`src/verilog/riscv64_defs.svh`:
```
`ifndef RISCV64_DEFS_SVH
`define RISCV64_DEFS_SVH

// pc value right after reset
`define RISCV64_RESET_PC 32'd44

// handler entry, pc jumps here on interrupt
`define RISCV64_ISR_PC 32'd0

// keyboard data register, read only
`define RISCV64_KEY_BASE 64'h0000_0000_8000_0008

// art output port, write only
`define RISCV64_ART_BASE 64'h0000_0000_8000_0000

// number of external interrupt lines
`define RISCV64_IRQ_LINES 4

`endif

```
`src/verilog/riscv64_pkg.sv`:
```
package riscv64_pkg;

    // decoded instruction class
    // every word that matches none of the patterns is a nop
    typedef enum logic [2:0] {
        OP_NOP      = 3'd0,
        OP_LUI      = 3'd1,
        OP_MRET     = 3'd2,
        OP_LOADKEY  = 3'd3,
        OP_STOREART = 3'd4
    } op_t;

    // two-step keyboard load
    // issue puts the read strobe out, capture takes the data into x5
    typedef enum logic {
        LS_ISSUE   = 1'b0,
        LS_CAPTURE = 1'b1
    } load_step_t;

    // core to io bus request
    // we and re are one-cycle strobes
    // addr and wdata stay put between accesses
    typedef struct packed {
        // byte address on the io bus
        logic [63:0] addr;
        // store data, only meaningful with we
        logic [63:0] wdata;
        // write strobe
        logic        we;
        // read strobe
        logic        re;
    } bus_req_t;

endpackage

```
`src/verilog/io_bus.sv`:
```
`timescale 1ns/1ps
`include "riscv64_defs.svh"

module io_bus import riscv64_pkg::*; (
    input  logic        clk,
    input  logic        reset,
    input  bus_req_t    bus_req,
    input  logic [63:0] key_data,
    input  logic        key_load,
    output logic [63:0] bus_rdata,
    output logic [63:0] art_data,
    output logic        art_valid
);

    // address hits
    logic       key_hit;
    logic       art_hit;
    // keyboard register
    logic [63:0] key_q;

    assign key_hit = bus_req.addr == `RISCV64_KEY_BASE;
    assign art_hit = bus_req.addr == `RISCV64_ART_BASE;

    // keyboard value loaded from outside
    always_ff @(posedge clk or negedge reset) begin
        if (!reset) begin
            key_q <= '0;
        end else if (key_load) begin
            key_q <= key_data;
        end
    end

    // read data comes back in the strobe cycle
    // anything but a key read returns zero
    assign bus_rdata = (bus_req.re && key_hit) ? key_q : 64'd0;

    // art valid strobe
    always_ff @(posedge clk or negedge reset) begin
        if (!reset) begin
            art_valid <= 1'b0;
        end else begin
            art_valid <= bus_req.we && art_hit;
        end
    end

    // art data only moves on a write to the port
    always_ff @(posedge clk) begin
        if (bus_req.we && art_hit) begin
            art_data <= bus_req.wdata;
        end
    end

    // every strobe has to land on a mapped register
    mapped_access: assert property (
        @(posedge clk) disable iff (!reset)
        (bus_req.we || bus_req.re) |-> (key_hit || art_hit)
    );

endmodule

```
`src/verilog/irq_controller.sv`:
```
`timescale 1ns/1ps
`include "riscv64_defs.svh"

module irq_controller (
    input  logic                          clk,
    input  logic                          reset,
    input  logic [`RISCV64_IRQ_LINES-1:0] irq_lines,
    input  logic                          interrupt_pending,
    input  logic                          interrupt_ack,
    output logic                          irq_request,
    output logic [1:0]                    irq_id
);

    // two-flop synchronizer for the async lines
    logic [`RISCV64_IRQ_LINES-1:0] sync_1;
    logic [`RISCV64_IRQ_LINES-1:0] sync_2;
    // encoder output
    logic                          any_line;
    logic [1:0]                    enc_id;
    // captured request, kept until the core acks
    logic                          id_held;
    logic [1:0]                    id_q;

    always_ff @(posedge clk or negedge reset) begin
        if (!reset) begin
            sync_1 <= '0;
            sync_2 <= '0;
        end else begin
            sync_1 <= irq_lines;
            sync_2 <= sync_1;
        end
    end

    // lowest-numbered active line wins
    // scan downward so the last hit is the lowest index
    always_comb begin
        any_line = |sync_2;
        enc_id   = 2'd0;
        for (int i = `RISCV64_IRQ_LINES - 1; i >= 0; i--) begin
            if (sync_2[i]) begin
                enc_id = 2'(i);
            end
        end
    end

    // latch the id on the first requesting cycle
    always_ff @(posedge clk or negedge reset) begin
        if (!reset) begin
            id_held <= 1'b0;
            id_q    <= 2'd0;
        end else if (interrupt_ack) begin
            id_held <= 1'b0;
        end else if (irq_request && !id_held) begin
            id_held <= 1'b1;
            id_q    <= enc_id;
        end
    end

    // masked while the core is inside a handler
    assign irq_request = !interrupt_pending && (any_line || id_held);
    assign irq_id      = id_held ? id_q : enc_id;

    // an ack only ever answers the request of the cycle before
    ack_follows_request: assert property (
        @(posedge clk) disable iff (!reset)
        interrupt_ack |-> $past(irq_request)
    );

endmodule

```
`src/verilog/riscv64_core.sv`:
```
`timescale 1ns/1ps
`include "riscv64_defs.svh"

module riscv64_core import riscv64_pkg::*; (
    input  logic        clk,
    input  logic        reset,
    input  logic [31:0] instruction,
    input  logic        irq_request,
    input  logic [1:0]  irq_id,
    input  logic [63:0] bus_rdata,
    output logic [31:0] pc,
    output logic        heartbeat,
    output logic        interrupt_pending,
    output logic        interrupt_ack,
    output logic [1:0]  interrupt_id,
    output bus_req_t    bus_req
);

    // fixed instruction words
    localparam logic [31:0] NOP_WORD      = 32'h0000_0001;
    localparam logic [31:0] MRET_WORD     = 32'h0000_0000;
    localparam logic [31:0] LOADKEY_WORD  = 32'hFFFF_FFFF;
    // all ones with rd = 30
    localparam logic [31:0] STOREART_WORD = 32'hFFFF_FF7F;
    localparam logic [6:0]  LUI_OPCODE    = 7'b0110111;

    // fetch register
    logic [31:0] ir;
    // decode
    op_t         op;
    logic [4:0]  rd;
    logic [63:0] imm_u;
    // execute state
    logic        bubble;
    load_step_t  load_step;
    logic [31:0] mepc;
    logic        exec_en;
    // register file and its single write port
    logic [63:0] regs [0:31];
    logic        rf_we;
    logic [4:0]  rf_waddr;
    logic [63:0] rf_wdata;

    // fetch stage with the heartbeat riding along
    always_ff @(posedge clk or negedge reset) begin
        if (!reset) begin
            ir        <= NOP_WORD;
            heartbeat <= 1'b0;
        end else begin
            ir        <= instruction;
            heartbeat <= ~heartbeat;
        end
    end

    // decode
    // the store pattern differs from the load one only in bit 7
    always_comb begin
        if (ir == LOADKEY_WORD) begin
            op = OP_LOADKEY;
        end else if (ir == STOREART_WORD) begin
            op = OP_STOREART;
        end else if (ir == MRET_WORD) begin
            op = OP_MRET;
        end else if (ir[6:0] == LUI_OPCODE) begin
            op = OP_LUI;
        end else begin
            op = OP_NOP;
        end
    end

    assign rd    = ir[11:7];
    assign imm_u = {{32{ir[31]}}, ir[31:12], 12'b0};

    // ir only runs when no interrupt is taken and it is not squashed
    assign exec_en = !irq_request && !bubble;

    // write port
    // the key capture lands in the bubble cycle after the issue,
    // so it never competes with a lui
    always_comb begin
        rf_we    = 1'b0;
        rf_waddr = rd;
        rf_wdata = imm_u;
        if (load_step == LS_CAPTURE) begin
            rf_we    = 1'b1;
            rf_waddr = 5'd5;
            rf_wdata = bus_rdata;
        end else if (exec_en && op == OP_LUI) begin
            rf_we = 1'b1;
        end
    end

    // x0 is an ordinary register here
    always_ff @(posedge clk) begin
        if (rf_we) begin
            regs[rf_waddr] <= rf_wdata;
        end
    end

    // execute stage
    always_ff @(posedge clk or negedge reset) begin
        if (!reset) begin
            pc                <= `RISCV64_RESET_PC;
            mepc              <= '0;
            bubble            <= 1'b0;
            load_step         <= LS_ISSUE;
            interrupt_pending <= 1'b0;
            interrupt_ack     <= 1'b0;
            interrupt_id      <= 2'd0;
            bus_req           <= '0;
        end else begin
            // by default pc steps to the next word and strobes and ack drop
            pc            <= pc + 32'd4;
            interrupt_ack <= 1'b0;
            bus_req.we    <= 1'b0;
            bus_req.re    <= 1'b0;

            // capture always finishes in one cycle
            if (load_step == LS_CAPTURE) begin
                load_step <= LS_ISSUE;
            end

            if (irq_request) begin
                // interrupt entry beats everything in ir
                mepc              <= pc;
                pc                <= `RISCV64_ISR_PC;
                bubble            <= 1'b1;
                interrupt_pending <= 1'b1;
                interrupt_ack     <= 1'b1;
                interrupt_id      <= irq_id;
            end else if (bubble) begin
                // squash the word fetched down the old path
                bubble <= 1'b0;
            end else begin
                case (op)
                    OP_MRET: begin
                        pc                <= mepc;
                        bubble            <= 1'b1;
                        interrupt_pending <= 1'b0;
                    end
                    OP_LOADKEY: begin
                        // read strobe out and pc frozen for a cycle
                        bus_req.addr <= `RISCV64_KEY_BASE;
                        bus_req.re   <= 1'b1;
                        pc           <= pc;
                        bubble       <= 1'b1;
                        load_step    <= LS_CAPTURE;
                    end
                    OP_STOREART: begin
                        bus_req.addr  <= `RISCV64_ART_BASE;
                        bus_req.wdata <= regs[5];
                        bus_req.we    <= 1'b1;
                    end
                    default: begin
                        // lui goes through the write port and nop does nothing
                    end
                endcase
            end
        end
    end

    // one access at a time on the bus
    no_read_and_write: assert property (
        @(posedge clk) disable iff (!reset)
        !(bus_req.we && bus_req.re)
    );

    // the held pc cycle is also the one that completes the load into x5
    pc_held_for_load: assert property (
        @(posedge clk) disable iff (!reset)
        load_step == LS_CAPTURE |-> pc == $past(pc) && rf_we && rf_waddr == 5'd5
    );

endmodule

```
`src/verilog/riscv64_soc.sv`:
```
`timescale 1ns/1ps
`include "riscv64_defs.svh"

module riscv64_soc import riscv64_pkg::*; (
    input  logic                          clk,
    input  logic                          reset,
    input  logic [31:0]                   instruction,
    input  logic [`RISCV64_IRQ_LINES-1:0] irq_lines,
    input  logic [63:0]                   key_data,
    input  logic                          key_load,
    output logic [31:0]                   pc,
    output logic                          heartbeat,
    output logic                          interrupt_pending,
    output logic                          interrupt_ack,
    output logic [1:0]                    interrupt_id,
    output logic [63:0]                   art_data,
    output logic                          art_valid
);

    // core <-> io bus
    bus_req_t    bus_req;
    logic [63:0] bus_rdata;
    // interrupt controller -> core
    logic        irq_request;
    logic [1:0]  irq_id;

    irq_controller u_irq (
        .clk               (clk),
        .reset             (reset),
        .irq_lines         (irq_lines),
        .interrupt_pending (interrupt_pending),
        .interrupt_ack     (interrupt_ack),
        .irq_request       (irq_request),
        .irq_id            (irq_id)
    );

    riscv64_core u_core (
        .clk               (clk),
        .reset             (reset),
        .instruction       (instruction),
        .irq_request       (irq_request),
        .irq_id            (irq_id),
        .bus_rdata         (bus_rdata),
        .pc                (pc),
        .heartbeat         (heartbeat),
        .interrupt_pending (interrupt_pending),
        .interrupt_ack     (interrupt_ack),
        .interrupt_id      (interrupt_id),
        .bus_req           (bus_req)
    );

    io_bus u_io (
        .clk       (clk),
        .reset     (reset),
        .bus_req   (bus_req),
        .key_data  (key_data),
        .key_load  (key_load),
        .bus_rdata (bus_rdata),
        .art_data  (art_data),
        .art_valid (art_valid)
    );

endmodule
```
`config.mk`:
```
export PLATFORM = sky130hd
export DESIGN_NAME = riscv64_soc
export DESIGN_NICKNAME = d
export VERILOG_FILES = /design/src/verilog/riscv64_pkg.sv /design/src/verilog/io_bus.sv /design/src/verilog/irq_controller.sv /design/src/verilog/riscv64_core.sv /design/src/verilog/riscv64_soc.sv
export VERILOG_INCLUDE_DIRS = /design/src /design/src/verilog
export SDC_FILE = /design/constraint.sdc
export NUM_CORES = 1
export LEC_CHECK = 0
export ABC_CLOCK_PERIOD_IN_PS = 3900
export BUFFER_PORTS_ARGS = -buffer_cell sky130_fd_sc_hd__buf_2
export CAP_MARGIN = 10
export CELL_PAD_IN_SITES_DETAIL_PLACEMENT = 0
export CELL_PAD_IN_SITES_GLOBAL_PLACEMENT = 1
export CORE_ASPECT_RATIO = 1.5
export CORE_MARGIN = 4
export CORE_UTILIZATION = 47
export CTS_CLUSTER_DIAMETER = 150
export CTS_CLUSTER_SIZE = 40
export DETAILED_ROUTE_END_ITERATION = 8
export PLACE_DENSITY = 0.87
export SLEW_MARGIN = 20
export SYNTH_ARGS = -nofsm -noshare
export SYNTH_HDL_FRONTEND = slang
export SYNTH_SLANG_ARGS = --single-unit
export TNS_END_PERCENT = 1
```
`constraint.sdc`:
```
create_clock -name clk -period 3.9 [get_ports clk]
set_input_delay 0.975 -clock clk [delete_from_list [all_inputs] [get_ports clk]]
set_output_delay 0.975 -clock clk [all_outputs]
set_load 0.1 [all_outputs]
```
==> flow_metrics.tcl <==
set metrics [dict create \
    synth_edf_count 128 \
    die_y_um 220.2 \
    synth_largest_area_cell "dfrtp_1" \
    cts_tree "built" \
    wirelength_um 29340 \
    setup_tns_ns 0 \
    io_buffers 204 \
    p_int_mw 5.050 \
    maxCapViolCount 0 \
    drt_iter0_drc 509 \
    yosysMostFrequentCell "dfrtp_1" \
    fin_cells 1598 \
    final_util 0.5400 \
    gp_congestion 0.8203 \
    mappedNetlistArea_um2 14110 \
    dp_cells 1573 \
    synth_nets 1113 \
    cts_max_level 1 \
    grt_overflow_total 0 \
    first_global_vias 8567 \
    worst_pin_slew_ns 0.9189 \
    cts_made_buffers 13 \
    yosysWarnings 0 \
    synth_common_cells "242 x dfrtp_1, 132 x nand2_1, 130 x mux2_2" \
    cts-root-buf "clkbuf_16" \
    syn_area_per_cell_um2 13.98 \
    synth_simple_gate_area_frac 0.08710 \
    status "finished clean" \
    drive_gt1_frac 0.3200 \
    routedWlPerCell_um 18.36 \
    worstPathArrival_ns 3.52 \
    synth_flop_cell "dfrtp_1" \
    synthMuxAreaShare 0.1073 \
    synth_compound_gate_area_share 0.07149 \
    ios 205 \
    fin_area_um2 15970 \
    synth-adder-area-share 0.0008870 \
    synth_top_family_by_area "multiplexers" \
    clock_latency_ns 0.53 \
    power_leakage_nw 7.332 \
    relSlewSlack 0.3874 \
    slew_viol_final 0 \
    drc_errors 0 \
    finalSetupViolCount 0 \
    vdd_drop_max_uv 696.3 \
    grt.total_usage 0.1781 \
    pwr-share-seq 0.643 \
    grt_pass1_wl_um 46690 \
    core-area_um2 29580 \
    cts-resized-gates 0 \
    synth_top_area_share 0.4293 \
    min_period_ns 3.113 \
    vias 8409 \
    clock_path_buffers 3 \
    pwr-share-comb 0.091 \
    cp_num_buf_inv 1 \
    dpl_cell_area_um2 15570 \
    dp_hpwl_um 20230 \
    rsz0062_at_grt "false" \
    cts_sinks 374 \
    vias_per_cell 5.262 \
    min_path_type "flip-flop to flip-flop" \
    clock.fmax_ghz 0.3212 \
    crit_slowest_cell "nor2_4" \
    power.total_mw 6.735 \
    cts.reportedPaths.clkPinSlew_ns 0.13 \
    path_max_fanout 25 \
    hold_buffers 0 \
    hold_viol_final 0 \
    syn_to_final_growth_pct 13.23 \
    crit_required_ns 4.30 \
    clock_skew_ns 0.03290 \
    ys_seq_elements 374 \
    start_kind "flip-flop" \
    period_share 0.7982 \
    critPathKind "flip-flop to flip-flop" \
    start_util 0.4769 \
    post_cts_buffers 0 \
    cpLargestDelayFamily "simple AND/OR/NAND/NOR gates" \
    dieArea_um2 32910 \
    max_stage_delay_ns 0.58 \
    antenna_found_initial 4 \
    drtPass1Iterations 5 \
    crit_chain "nor3_1 -> a21o_1 -> nand4_1 -> nor2_4 -> buf_4 -> mux2_2" \
    pwr-share-clk 0.266 \
    power_density_nw_per_um2 421.7 \
    synth_xor_area_frac 0 \
    endpoint_kind "flip-flop" \
    switching_share 0.2502 \
    fin_nets 1297 \
    synthCells 1009 \
    synth_area_leaders "dfrtp_1 43%, edfxtp_1 27%, mux2_2 10%" \
    seq_area_frac_synth 0.7092 \
    p_sw_mw 1.685 \
    dieWidth_um 149.5 \
    drtAntennaViolNets 0 \
    async_reset_ff_frac 0.6578 \
    synth.distinct_cells 56 \
    grt_max_degree 93 \
    rows 77 \
]
==> kinds of logic (layout without fill, tap and decap cells) <==
| logic type | count (synthesis) | after routing |
|---|---|---|
| flip-flops | 374 | 374 |
| AO/OA/AOI/OAI | 167 | 167 |
| other | 0 | 3 |
| buffers and inverters | 80 | 271 |
| adder cells (fa/ha/maj) | 1 | 1 |
| multiplexers | 135 | 135 |
| AND/OR/NAND/NOR | 252 | 252 |
==> power by group through the flow <==
stage / clock [mW] / combinational, mW / sequential, mW
2_1_floorplan: 0 / 0.202 / 4.59
3_3_place_gp: 0 / 0.610 / 4.40
3_5_place_dp: 0 / 0.623 / 4.41
4_1_cts: 1.86 / 0.626 / 4.33
5_1_grt: 1.99 / 0.668 / 4.35
6_report: 1.79 / 0.616 / 4.33
==> final cells by class <==
class                   count  area [um2]
inverters                  29       108.9
clock inverters             2       38.79
fillers                  2476       13600
well taps                 395       494.2
repair buffers            220        1179
flip-flops and latches    374       10000
diodes                      3       7.507
multi-input cells         555        3789
clock buffers              20       351.6
==> per-layer routing <==
| layer | wire, um | track usage | vias up |
|---|---|---|---|
| met5 | 27 | 0 | - |
| met2 | 15070 | 0.3121 | 222 |
| met1 | 11990 | 0.2375 | 4199 |
| li1 | - | - | 3951 |
| met3 | 1747 | 0.02356 | 33 |
| met4 | 510 | 0.04397 | 4 |
==> path summary, 6_finish.rpt <==
check	slack [ns]	cells past startpoint	to	start
setup / recovery	0.79	6	u_core.bus_req[18]	u_irq.id_held
hold / removal	0.36	0	u_irq.sync_2[0]	u_irq.sync_1[0]
max in group asynchronous	2.59	2	u_io.key_q[58]	reset
setup reg to reg	0.79	6	u_core.bus_req[18]	u_irq.id_held
min in group asynchronous	0.40	1	u_irq.sync_1[3]	reset
hold reg to reg	0.36	0	u_irq.sync_2[0]	u_irq.sync_1[0]
==> metrics by stage <==
| stage | hold slack (ns) | setup WS, ns |
|---|---|---|
| 2_1_floorplan | 0.3312 | 0.5127 |
| 3_3_place_gp | 0.3756 | 0.7651 |
| 3_5_place_dp | 0.3636 | 0.7356 |
| 4_1_cts | 0.3656 | 0.7082 |
| 5_1_grt | 0.3590 | 0.5476 |
| 6_report | 0.3564 | 0.7869 |
==> sequential cells by signal (all words and copies together), names as in the netlist <==
name / count
u_core.heartbeat: 1
u_io.art_valid: 1
u_core.mepc: 32
u_irq.id_held: 1
u_core.ir: 32
u_io.art_data: 64
u_core.pc: 32
u_core.interrupt_id: 2
u_irq.sync_2: 4
u_core.regs: 64
u_irq.sync_1: 4
u_io.key_q: 64
u_core.interrupt_pending: 1
u_core.bus_req: 68
u_irq.id_q: 2
u_core.bubble: 1
u_core.interrupt_ack: 1
==> cell usage in the layout (no fill, tap or decap), drive strengths merged, types with 3 or more instances in the layout <==
| master | synthesis | routed |
|---|---|---|
| o211ai | 3 | 3 |
| clkbuf | 31 | 20 |
| inv | 28 | 29 |
| nor4 | 22 | 22 |
| o21ai | 74 | 74 |
| and4 | 5 | 5 |
| o22ai | 5 | 5 |
| diode | 0 | 3 |
| and3 | 5 | 5 |
| nand2 | 132 | 132 |
| o31a | 3 | 3 |
| a21oi | 31 | 31 |
| a31oi | 4 | 4 |
| edfxtp | 128 | 128 |
| a21o | 34 | 34 |
| nand3 | 12 | 12 |
| buf | 20 | 220 |
| mux2 | 130 | 130 |
| nand4 | 12 | 12 |
| dfstp | 4 | 4 |
| and2 | 12 | 12 |
| nor2 | 24 | 24 |
| mux2i | 5 | 5 |
| nor3b | 4 | 4 |
| nor3 | 16 | 16 |
| dfrtp | 242 | 242 |
Power figures use the tool's default switching activity.
